`config.mk`:
```
export PLATFORM = sky130hd
export DESIGN_NAME = mmu_ldst
export DESIGN_NICKNAME = d
export VERILOG_FILES = /design/src/mmu_cfg_pkg.sv /design/src/mmu_rec_pkg.sv /design/src/dtlb.sv /design/src/ldst_translate.sv /design/src/ldst_fault.sv /design/src/mmu_ldst.sv
export SDC_FILE = /design/constraint.sdc
export NUM_CORES = 1
export LEC_CHECK = 0
export ABC_AREA = 1
export BUFFER_PORTS_ARGS = -buffer_cell sky130_fd_sc_hd__buf_2
export CAP_MARGIN = 10
export CORE_MARGIN = 8
export CORE_UTILIZATION = 50
export CTS_BUF_LIST = sky130_fd_sc_hd__clkbuf_8 sky130_fd_sc_hd__clkbuf_16
export DETAILED_ROUTE_END_ITERATION = 16
export PLACE_DENSITY = 0.72
export SLEW_MARGIN = 20
export SYNTH_ARGS = -nofsm -noshare
export SYNTH_HDL_FRONTEND = slang
export SYNTH_SLANG_ARGS = --single-unit
```
`constraint.sdc`:
```
create_clock -name clk_i -period 10.4 [get_ports clk_i]
set_input_delay 1.04 -clock clk_i [delete_from_list [all_inputs] [get_ports clk_i]]
set_output_delay 1.04 -clock clk_i [all_outputs]
set_load 0.1 [all_outputs]
```
`src/mmu_cfg_pkg.sv`:
```
package mmu_cfg_pkg;

    // ----------------------------------------
    // SV39 address format
    // ----------------------------------------

    // register and cause width
    localparam int unsigned XLEN = 64;
    // virtual address as seen by the load/store unit
    localparam int unsigned VLEN = 64;
    // physical address width, upper bits of paddr_t are zero
    localparam int unsigned PLEN = 56;
    localparam int unsigned PPN_W = 44;
    // three levels of 9 bits each
    localparam int unsigned VPN_W = 27;
    localparam int unsigned PG_OFS_W = 12;
    localparam int unsigned LVL_W = 9;
    localparam int unsigned ASID_W = 16;

    // ----------------------------------------
    // data TLB sizing
    // ----------------------------------------

    localparam int unsigned DTLB_ENTRIES = 4;
    localparam int unsigned DTLB_IDX_W = $clog2(DTLB_ENTRIES);

    // ----------------------------------------
    // vector types
    // ----------------------------------------

    typedef logic [VLEN-1:0] vaddr_t;
    typedef logic [XLEN-1:0] paddr_t;
    typedef logic [PPN_W-1:0] ppn_t;
    typedef logic [VPN_W-1:0] vpn_t;
    typedef logic [ASID_W-1:0] asid_t;
    typedef logic [XLEN-1:0] cause_t;
    // slot index inside the data TLB
    typedef logic [DTLB_IDX_W-1:0] tlb_idx_t;

endpackage

```
`src/mmu_rec_pkg.sv`:
```
package mmu_rec_pkg;

    // ----------------------------------------
    // privilege and exception codes
    // ----------------------------------------

    // effective privilege of the load/store access
    typedef enum logic [1:0] {
        PRIV_LVL_U = 2'b00,
        PRIV_LVL_S = 2'b01,
        PRIV_LVL_M = 2'b11
    } priv_lvl_e;

    // mcause values of the two data page faults
    localparam mmu_cfg_pkg::cause_t LOAD_PAGE_FAULT = 64'd13;
    localparam mmu_cfg_pkg::cause_t STORE_PAGE_FAULT = 64'd15;

    // ----------------------------------------
    // records
    // ----------------------------------------

    // leaf PTE, only the fields kept in the TLB
    typedef struct packed {
        mmu_cfg_pkg::ppn_t ppn;
        logic d;
        logic a;
        logic g;
        logic u;
        logic x;
        logic w;
        logic r;
        logic v;
    } pte_t;

    // one refill written from outside
    typedef struct packed {
        logic valid;
        logic is_2m;
        logic is_1g;
        mmu_cfg_pkg::vpn_t vpn;
        mmu_cfg_pkg::asid_t asid;
        pte_t content;
    } tlb_update_t;

    // exception record as returned to the LSU
    typedef struct packed {
        mmu_cfg_pkg::cause_t cause;
        mmu_cfg_pkg::vaddr_t tval;
        logic valid;
    } exception_t;

    // combinational TLB answer
    typedef struct packed {
        logic hit;
        logic is_2m;
        logic is_1g;
        pte_t content;
    } lookup_t;

    // stage 1 view, from the request register to the fault checks
    typedef struct packed {
        logic req;
        logic is_store;
        // translation on and no misaligned exception
        logic translate;
        logic hit;
        pte_t content;
        mmu_cfg_pkg::vaddr_t vaddr;
        mmu_cfg_pkg::paddr_t paddr;
        exception_t misaligned_ex;
    } xlat_t;

endpackage

```
`src/dtlb.sv`:
```
`timescale 1ns/1ps

module dtlb (
    input  logic                     clk_i,
    input  logic                     rst_ni,
    input  logic                     flush_i,
    input  mmu_rec_pkg::tlb_update_t update_i,
    input  logic                     lu_access_i,
    input  mmu_cfg_pkg::asid_t       lu_asid_i,
    input  mmu_cfg_pkg::vaddr_t      lu_vaddr_i,
    output mmu_rec_pkg::lookup_t     lu_o,
    output logic                     miss_o
);
    import mmu_cfg_pkg::*;
    import mmu_rec_pkg::*;

    // per entry state, valid bits carry the reset
    logic [DTLB_ENTRIES-1:0] valid_q;
    logic [DTLB_ENTRIES-1:0] is_2m_q;
    logic [DTLB_ENTRIES-1:0] is_1g_q;
    vpn_t vpn_q [DTLB_ENTRIES];
    asid_t asid_q [DTLB_ENTRIES];
    pte_t pte_q [DTLB_ENTRIES];

    // round robin victim once every slot is in use
    tlb_idx_t victim_q;
    tlb_idx_t repl_idx;
    logic have_free;

    vpn_t lu_vpn;
    logic [DTLB_ENTRIES-1:0] asid_ok;
    logic [DTLB_ENTRIES-1:0] match;

    assign lu_vpn = lu_vaddr_i[PG_OFS_W +: VPN_W];

    // ----------------------------------------
    // lookup
    // ----------------------------------------
    always_comb begin : tag_match
        for (int unsigned i = 0; i < DTLB_ENTRIES; i++) begin
            // global pages ignore the address space
            asid_ok[i] = (asid_q[i] == lu_asid_i) || pte_q[i].g;
            // level 2 always, level 1 unless giga, level 0 only for 4k
            match[i] = valid_q[i] && asid_ok[i]
                && (vpn_q[i][2*LVL_W +: LVL_W] == lu_vpn[2*LVL_W +: LVL_W])
                && (is_1g_q[i] || (vpn_q[i][LVL_W +: LVL_W] == lu_vpn[LVL_W +: LVL_W]))
                && (is_1g_q[i] || is_2m_q[i] || (vpn_q[i][0 +: LVL_W] == lu_vpn[0 +: LVL_W]));
        end
    end

    always_comb begin : hit_select
        lu_o = '0;
        for (int unsigned i = 0; i < DTLB_ENTRIES; i++) begin
            if (match[i]) begin
                lu_o.hit = 1'b1;
                lu_o.is_2m = is_2m_q[i];
                lu_o.is_1g = is_1g_q[i];
                lu_o.content = pte_q[i];
            end
        end
    end

    // counted as a miss only when someone asked
    assign miss_o = lu_access_i & ~lu_o.hit;

    // ----------------------------------------
    // refill and flush
    // ----------------------------------------
    always_comb begin : refill_slot
        repl_idx = victim_q;
        have_free = 1'b0;
        // walk down so the lowest free slot wins
        for (int i = DTLB_ENTRIES - 1; i >= 0; i--) begin
            if (!valid_q[i]) begin
                repl_idx = tlb_idx_t'(i);
                have_free = 1'b1;
            end
        end
    end

    always_ff @(posedge clk_i or negedge rst_ni) begin : valid_regs
        if (!rst_ni) begin
            valid_q <= '0;
            victim_q <= '0;
        end else if (flush_i) begin
            // flush beats a refill in the same cycle
            valid_q <= '0;
        end else if (update_i.valid) begin
            valid_q[repl_idx] <= 1'b1;
            if (!have_free) begin
                victim_q <= (victim_q == tlb_idx_t'(DTLB_ENTRIES - 1)) ?
                    '0 : victim_q + tlb_idx_t'(1);
            end
        end
    end

    always_ff @(posedge clk_i) begin : entry_regs
        if (update_i.valid && !flush_i) begin
            is_2m_q[repl_idx] <= update_i.is_2m;
            is_1g_q[repl_idx] <= update_i.is_1g;
            vpn_q[repl_idx] <= update_i.vpn;
            asid_q[repl_idx] <= update_i.asid;
            pte_q[repl_idx] <= update_i.content;
        end
    end

endmodule

```
`src/ldst_translate.sv`:
```
`timescale 1ns/1ps

module ldst_translate (
    input  logic                    clk_i,
    input  logic                    rst_ni,
    input  logic                    lsu_req_i,
    input  mmu_cfg_pkg::vaddr_t     lsu_vaddr_i,
    input  logic                    lsu_is_store_i,
    input  mmu_rec_pkg::exception_t misaligned_ex_i,
    input  logic                    en_ld_st_translation_i,
    input  mmu_rec_pkg::lookup_t    lu_i,
    output logic                    lsu_dtlb_hit_o,
    output mmu_rec_pkg::xlat_t      xlat_o
);
    import mmu_cfg_pkg::*;
    import mmu_rec_pkg::*;

    // control part of the stage register
    logic req_q;
    logic translate_q;
    logic hit_q;
    logic mis_valid_q;

    // payload part
    vaddr_t vaddr_q;
    logic is_store_q;
    logic is_2m_q;
    logic is_1g_q;
    pte_t pte_q;
    cause_t mis_cause_q;
    vaddr_t mis_tval_q;

    // misaligned record only counts together with a request
    logic mis_valid_d;
    paddr_t paddr;

    assign mis_valid_d = misaligned_ex_i.valid & lsu_req_i;

    // untranslated requests are always ready in cycle 0
    assign lsu_dtlb_hit_o = en_ld_st_translation_i ? lu_i.hit : 1'b1;

    // ----------------------------------------
    // stage register
    // ----------------------------------------
    always_ff @(posedge clk_i or negedge rst_ni) begin : ctrl_regs
        if (!rst_ni) begin
            req_q <= 1'b0;
            translate_q <= 1'b0;
            hit_q <= 1'b0;
            mis_valid_q <= 1'b0;
        end else begin
            req_q <= lsu_req_i;
            translate_q <= en_ld_st_translation_i & ~mis_valid_d;
            hit_q <= lu_i.hit;
            mis_valid_q <= mis_valid_d;
        end
    end

    always_ff @(posedge clk_i) begin : data_regs
        vaddr_q <= lsu_vaddr_i;
        is_store_q <= lsu_is_store_i;
        is_2m_q <= lu_i.is_2m;
        is_1g_q <= lu_i.is_1g;
        pte_q <= lu_i.content;
        mis_cause_q <= misaligned_ex_i.cause;
        mis_tval_q <= misaligned_ex_i.tval;
    end

    // ----------------------------------------
    // address composition
    // ----------------------------------------
    always_comb begin : compose
        paddr = vaddr_q;
        if (translate_q) begin
            paddr = '0;
            // 4k page, ppn joined with offset
            paddr[PLEN-1:0] = {pte_q.ppn, vaddr_q[PG_OFS_W-1:0]};
            // mega page keeps vpn[0] from the virtual address
            if (is_2m_q) begin
                paddr[PG_OFS_W +: LVL_W] = vaddr_q[PG_OFS_W +: LVL_W];
            end
            // giga page keeps vpn[1] and vpn[0]
            if (is_1g_q) begin
                paddr[PG_OFS_W +: 2*LVL_W] = vaddr_q[PG_OFS_W +: 2*LVL_W];
            end
        end
    end

    always_comb begin : pack_stage
        xlat_o.req = req_q;
        xlat_o.is_store = is_store_q;
        xlat_o.translate = translate_q;
        xlat_o.hit = hit_q;
        xlat_o.content = pte_q;
        xlat_o.vaddr = vaddr_q;
        xlat_o.paddr = paddr;
        xlat_o.misaligned_ex = '{cause: mis_cause_q, tval: mis_tval_q, valid: mis_valid_q};
    end

endmodule

```
`src/ldst_fault.sv`:
```
`timescale 1ns/1ps

module ldst_fault (
    input  mmu_rec_pkg::xlat_t      xlat_i,
    input  mmu_rec_pkg::priv_lvl_e  ld_st_priv_lvl_i,
    input  logic                    sum_i,
    output logic                    lsu_valid_o,
    output mmu_cfg_pkg::paddr_t     lsu_paddr_o,
    output mmu_rec_pkg::exception_t lsu_exception_o
);
    import mmu_rec_pkg::*;

    // privilege violation on the cached pte
    logic access_err;
    // store specific violation, write or dirty missing
    logic store_err;
    logic lu_hit;

    // ----------------------------------------
    // permission checks
    // ----------------------------------------

    // user page from S mode needs SUM, U mode may only touch user pages
    assign access_err =
        ((ld_st_priv_lvl_i == PRIV_LVL_S) && !sum_i && xlat_i.content.u) ||
        ((ld_st_priv_lvl_i == PRIV_LVL_U) && !xlat_i.content.u);

    // dirty bit is not set by hardware, so a clean page faults
    assign store_err = !xlat_i.content.w || !xlat_i.content.d || access_err;

    assign lu_hit = xlat_i.req & xlat_i.hit;

    // address is already composed in the stage before
    assign lsu_paddr_o = xlat_i.paddr;

    // ----------------------------------------
    // result selection
    // ----------------------------------------
    always_comb begin : result
        // bare mode or misaligned, plain pass through
        lsu_valid_o = xlat_i.req;
        lsu_exception_o = xlat_i.misaligned_ex;

        if (xlat_i.translate) begin
            // a miss stays silent, requester refills and retries
            lsu_valid_o = lu_hit;
            if (lu_hit) begin
                if (xlat_i.is_store) begin
                    if (store_err) begin
                        lsu_exception_o = '{
                            cause: STORE_PAGE_FAULT,
                            tval: xlat_i.vaddr,
                            valid: 1'b1
                        };
                    end
                end else if (access_err) begin
                    lsu_exception_o = '{
                        cause: LOAD_PAGE_FAULT,
                        tval: xlat_i.vaddr,
                        valid: 1'b1
                    };
                end
            end
        end
    end

endmodule

```
`src/mmu_ldst.sv`:
```
`timescale 1ns/1ps

module mmu_ldst (
    input  logic                     clk_i,
    input  logic                     rst_ni,
    // load/store request, cycle 0
    input  logic                     lsu_req_i,
    input  mmu_cfg_pkg::vaddr_t      lsu_vaddr_i,
    input  logic                     lsu_is_store_i,
    input  mmu_rec_pkg::exception_t  misaligned_ex_i,
    // translation control
    input  logic                     en_ld_st_translation_i,
    input  mmu_rec_pkg::priv_lvl_e   ld_st_priv_lvl_i,
    input  logic                     sum_i,
    input  mmu_cfg_pkg::asid_t       asid_i,
    input  logic                     flush_tlb_i,
    input  mmu_rec_pkg::tlb_update_t tlb_update_i,
    // cycle 0 strobes
    output logic                     lsu_dtlb_hit_o,
    output logic                     dtlb_miss_o,
    // cycle 1 result
    output logic                     lsu_valid_o,
    output mmu_cfg_pkg::paddr_t      lsu_paddr_o,
    output mmu_rec_pkg::exception_t  lsu_exception_o
);
    import mmu_rec_pkg::*;

    // TLB answer into the stage register
    lookup_t dtlb_lu;
    // registered request towards the checks
    xlat_t xlat;

    // ----------------------------------------
    // lookup
    // ----------------------------------------
    dtlb dtlb_inst (
        .clk_i       (clk_i),
        .rst_ni      (rst_ni),
        .flush_i     (flush_tlb_i),
        .update_i    (tlb_update_i),
        .lu_access_i (lsu_req_i),
        .lu_asid_i   (asid_i),
        .lu_vaddr_i  (lsu_vaddr_i),
        .lu_o        (dtlb_lu),
        .miss_o      (dtlb_miss_o)
    );

    // ----------------------------------------
    // translate
    // ----------------------------------------
    ldst_translate ldst_translate_inst (
        .clk_i                  (clk_i),
        .rst_ni                 (rst_ni),
        .lsu_req_i              (lsu_req_i),
        .lsu_vaddr_i            (lsu_vaddr_i),
        .lsu_is_store_i         (lsu_is_store_i),
        .misaligned_ex_i        (misaligned_ex_i),
        .en_ld_st_translation_i (en_ld_st_translation_i),
        .lu_i                   (dtlb_lu),
        .lsu_dtlb_hit_o         (lsu_dtlb_hit_o),
        .xlat_o                 (xlat)
    );

    // ----------------------------------------
    // fault
    // ----------------------------------------
    ldst_fault ldst_fault_inst (
        .xlat_i           (xlat),
        .ld_st_priv_lvl_i (ld_st_priv_lvl_i),
        .sum_i            (sum_i),
        .lsu_valid_o      (lsu_valid_o),
        .lsu_paddr_o      (lsu_paddr_o),
        .lsu_exception_o  (lsu_exception_o)
    );

endmodule

```
==> flow_summary.ini <==
[timing]
post-route-period-util = 0.458
hold_viol_final = 0
hold_slack_ns = 0.280
setup_slack_ns = 5.64
fin_tns_setup_ns = 0
setup_viol = 0
period_minus_slack_ns = 4.76
rsz0062_at_grt = no
skew_ns = 0.0182
maxSlewViolCount = 0
clock.fmax_ghz = 0.210
maxSlewHeadroom = 0.352
tightest_slew_ns = 0.973

[synthesis]
synth_area_mm2 = 0.0247
synth_warnings = 0
syn_inst = 2414
synth_cell_types = 37
synth-seq-cells = 624
postSynthAreaPerCell_um2 = 10.2
synth_seq_area_share = 0.659
synth_nets = 2731

[worst_setup_path]
arrival_ns = 3.72
cp-start-kind = input pin
path_cells = buf_2, xnor2_1, nand3_1, nor3_1, nand2_1, a21oi_4, buf_4, nand2_2, inv_1, nor2_1, buf_4, nand4_1, buf_2
worstPathRequired_ns = 9.36
cp_max_fo = 50
critPathCaptureType = output pin
crit_slowest_cell = buf_4
crit_type = input pin to output pin
r2r_cells = 7
r2r_slack_ns = 7.14
critPathMaxStageDelay_ns = 0.64

[routing]
wl_per_cell_um = 19.2
vias = 17300
drc = 0
firstDrtPassIters = 7
drt_iter0_drc = 957
ant_nets = 0
wl_um = 68600
vias_per_cell = 4.83

[global_routing]
grt_pass1_wl_um = 101000
grt_start_max_net_pins = 75
grt_pass1_vias = 17500
gr-total-overflow = 0
grt.total_usage = 0.233
antenna_found_initial = 37

[clock_tree]
cts_setup_buffers = 0
cts_root_buf = clkbuf_16
clk_latency_ns = 0.61
cts_sinks = 624
cts_resized = 0
hold_buffers = 0
clk_pin_slew_ns = 0.06
max-clock-path-buffers = 3
cts_tree = built
numCtsBuffers = 61
htreeDepth = 2

[die]
pin_count = 512
die_h_um = 238
initial_core_util = 0.505
die-area_mm2 = 0.0567
core.rowCount = 81
die_w_um = 238
core-area_mm2 = 0.0488

[outcome]
status = finished, final reports clean

[cells_and_area]
design_area_mm2 = 0.0294
final_cell_mix = nand2_1 (565), buf_2 (507), edfxtp_1 (372)
flow.area_growth_from_synthesis_pct = 19.2
drive_above_1_share = 0.253
final_common_cell = nand2_1
nets = 3159

[pwr]
p_leak_nw = 13.7
power_density_mw_per_mm2 = 189
peakVddDrop_v = 0.000164

[job]
cap_violations = 0

[placement]
portBuffers = 507
post-place-ws_ns = 5.63
placed_cell_area_mm2 = 0.0273
dp.final_hpwl_um = 47200
gp_congestion = 0.933

[hold_path]
hold_path_class = input pin to asynchronous set/reset pin
[synthesized netlist by cell type, drive strengths merged]
master,number,area [µm²]
xnor2,57,499
nand2,571,2150
mux2,10,113
nor2,163,614
nand3,168,891
or2,19,119
ha,1,12.5
dfxtp,242,4840
nand4,5,31.3
inv,411,1540
o211ai,1,7.51
edfxtp,372,11200
clkbuf,19,71.3
o21ai,81,409
dfrtp,10,250
nor4,1,6.26
o21a,1,7.51
o22ai,7,43.8
clkinv,6,22.5
buf,146,973
xor2,60,526
a21oi,58,354
nor3,5,25.0
[cells by family (layout without fill, tap and decap cells)]
| logic type | after synthesis | after routing | synth area share |
|---|---|---|---|
| AND/OR/NAND/NOR | 932 | 932 | 0.155 |
| other | 0 | 20 | 0 |
| multiplexers | 10 | 10 | 0.00456 |
| buffers and inverters | 582 | 1063 | 0.106 |
| adder cells (fa/ha/maj) | 1 | 1 | 0.000507 |
| flip-flops | 624 | 624 | 0.659 |
| AO/OA/AOI/OAI | 148 | 148 | 0.0333 |
| XOR/XNOR | 117 | 117 | 0.0415 |
[routing by layer]
metal	track usage	wire [µm]	share of wire
met1	0.256	24900	0.36
met2	0.428	35600	0.52
met3	0.0533	5490	0.080
met4	0.103	2560	0.037
met5	0	76	0.0011
[final timing paths]
path | endpoint | startpoint
worst min-delay path | dtlb_inst.valid_q[3] | rst_ni
min in group clk_i | ldst_translate_inst.mis_tval_q[17] | misaligned_ex_i[18]
worst min register to register | ldst_translate_inst.xlat_o[293] | dtlb_inst.pte_q[3][36]
worst max-delay path | lsu_dtlb_hit_o | lsu_vaddr_i[35]
worst max register to register | dtlb_inst.vpn_q[1][20] | dtlb_inst.valid_q[3]
max in group asynchronous | ldst_translate_inst.translate_q | rst_ni
[area by class of cell]
| class | count | area [µm²] |
|---|---|---|
| repair buffers | 530 | 2710 |
| multi-input cells | 1208 | 5880 |
| inverters | 417 | 1570 |
| diodes | 20 | 50.0 |
| clock buffers | 74 | 1760 |
| clock inverters | 42 | 343 |
| fillers | 4023 | 19400 |
| well taps | 664 | 831 |
| flip-flops and latches | 624 | 16300 |
[power breakdown]
group | internal [W] | leakage, nW | switching [W]
registers | 0.00269 | 5.53 | 0.0000222
clock network | 0.00134 | 1.11 | 0.000902
logic | 0.000116 | 7.10 | 0.000472
[sequential cells by signal (all words and copies together), names as in the netlist, 47 cells and up]
signal and flops:
ldst_translate_inst.mis_tval_q 64, ldst_translate_inst.xlat_o 47, dtlb_inst.asid_q 64, ldst_translate_inst.mis_cause_q 64, dtlb_inst.pte_q 192, dtlb_inst.vpn_q 108, ldst_translate_inst.vaddr_q 64
[critical path: cells and delay by family]
kind | cells | cell delay [ns]
buf+inv | 5 | 1.55
simple gates | 6 | 0.69
xor+xnor | 1 | 0.26
compound gates | 1 | 0.13
[stage by stage]
step | power (W) | utilization | std cells
after floorplan | 0.00322 | - | 2414
after global placement | 0.00335 | 0.558 | 3443
after detailed placement | 0.00336 | 0.558 | 3443
after CTS | 0.00560 | 0.601 | 3559
after global routing | 0.00573 | 0.602 | 3573
final | 0.00555 | 0.602 | 3579
(Power assumes the default switching activity.)
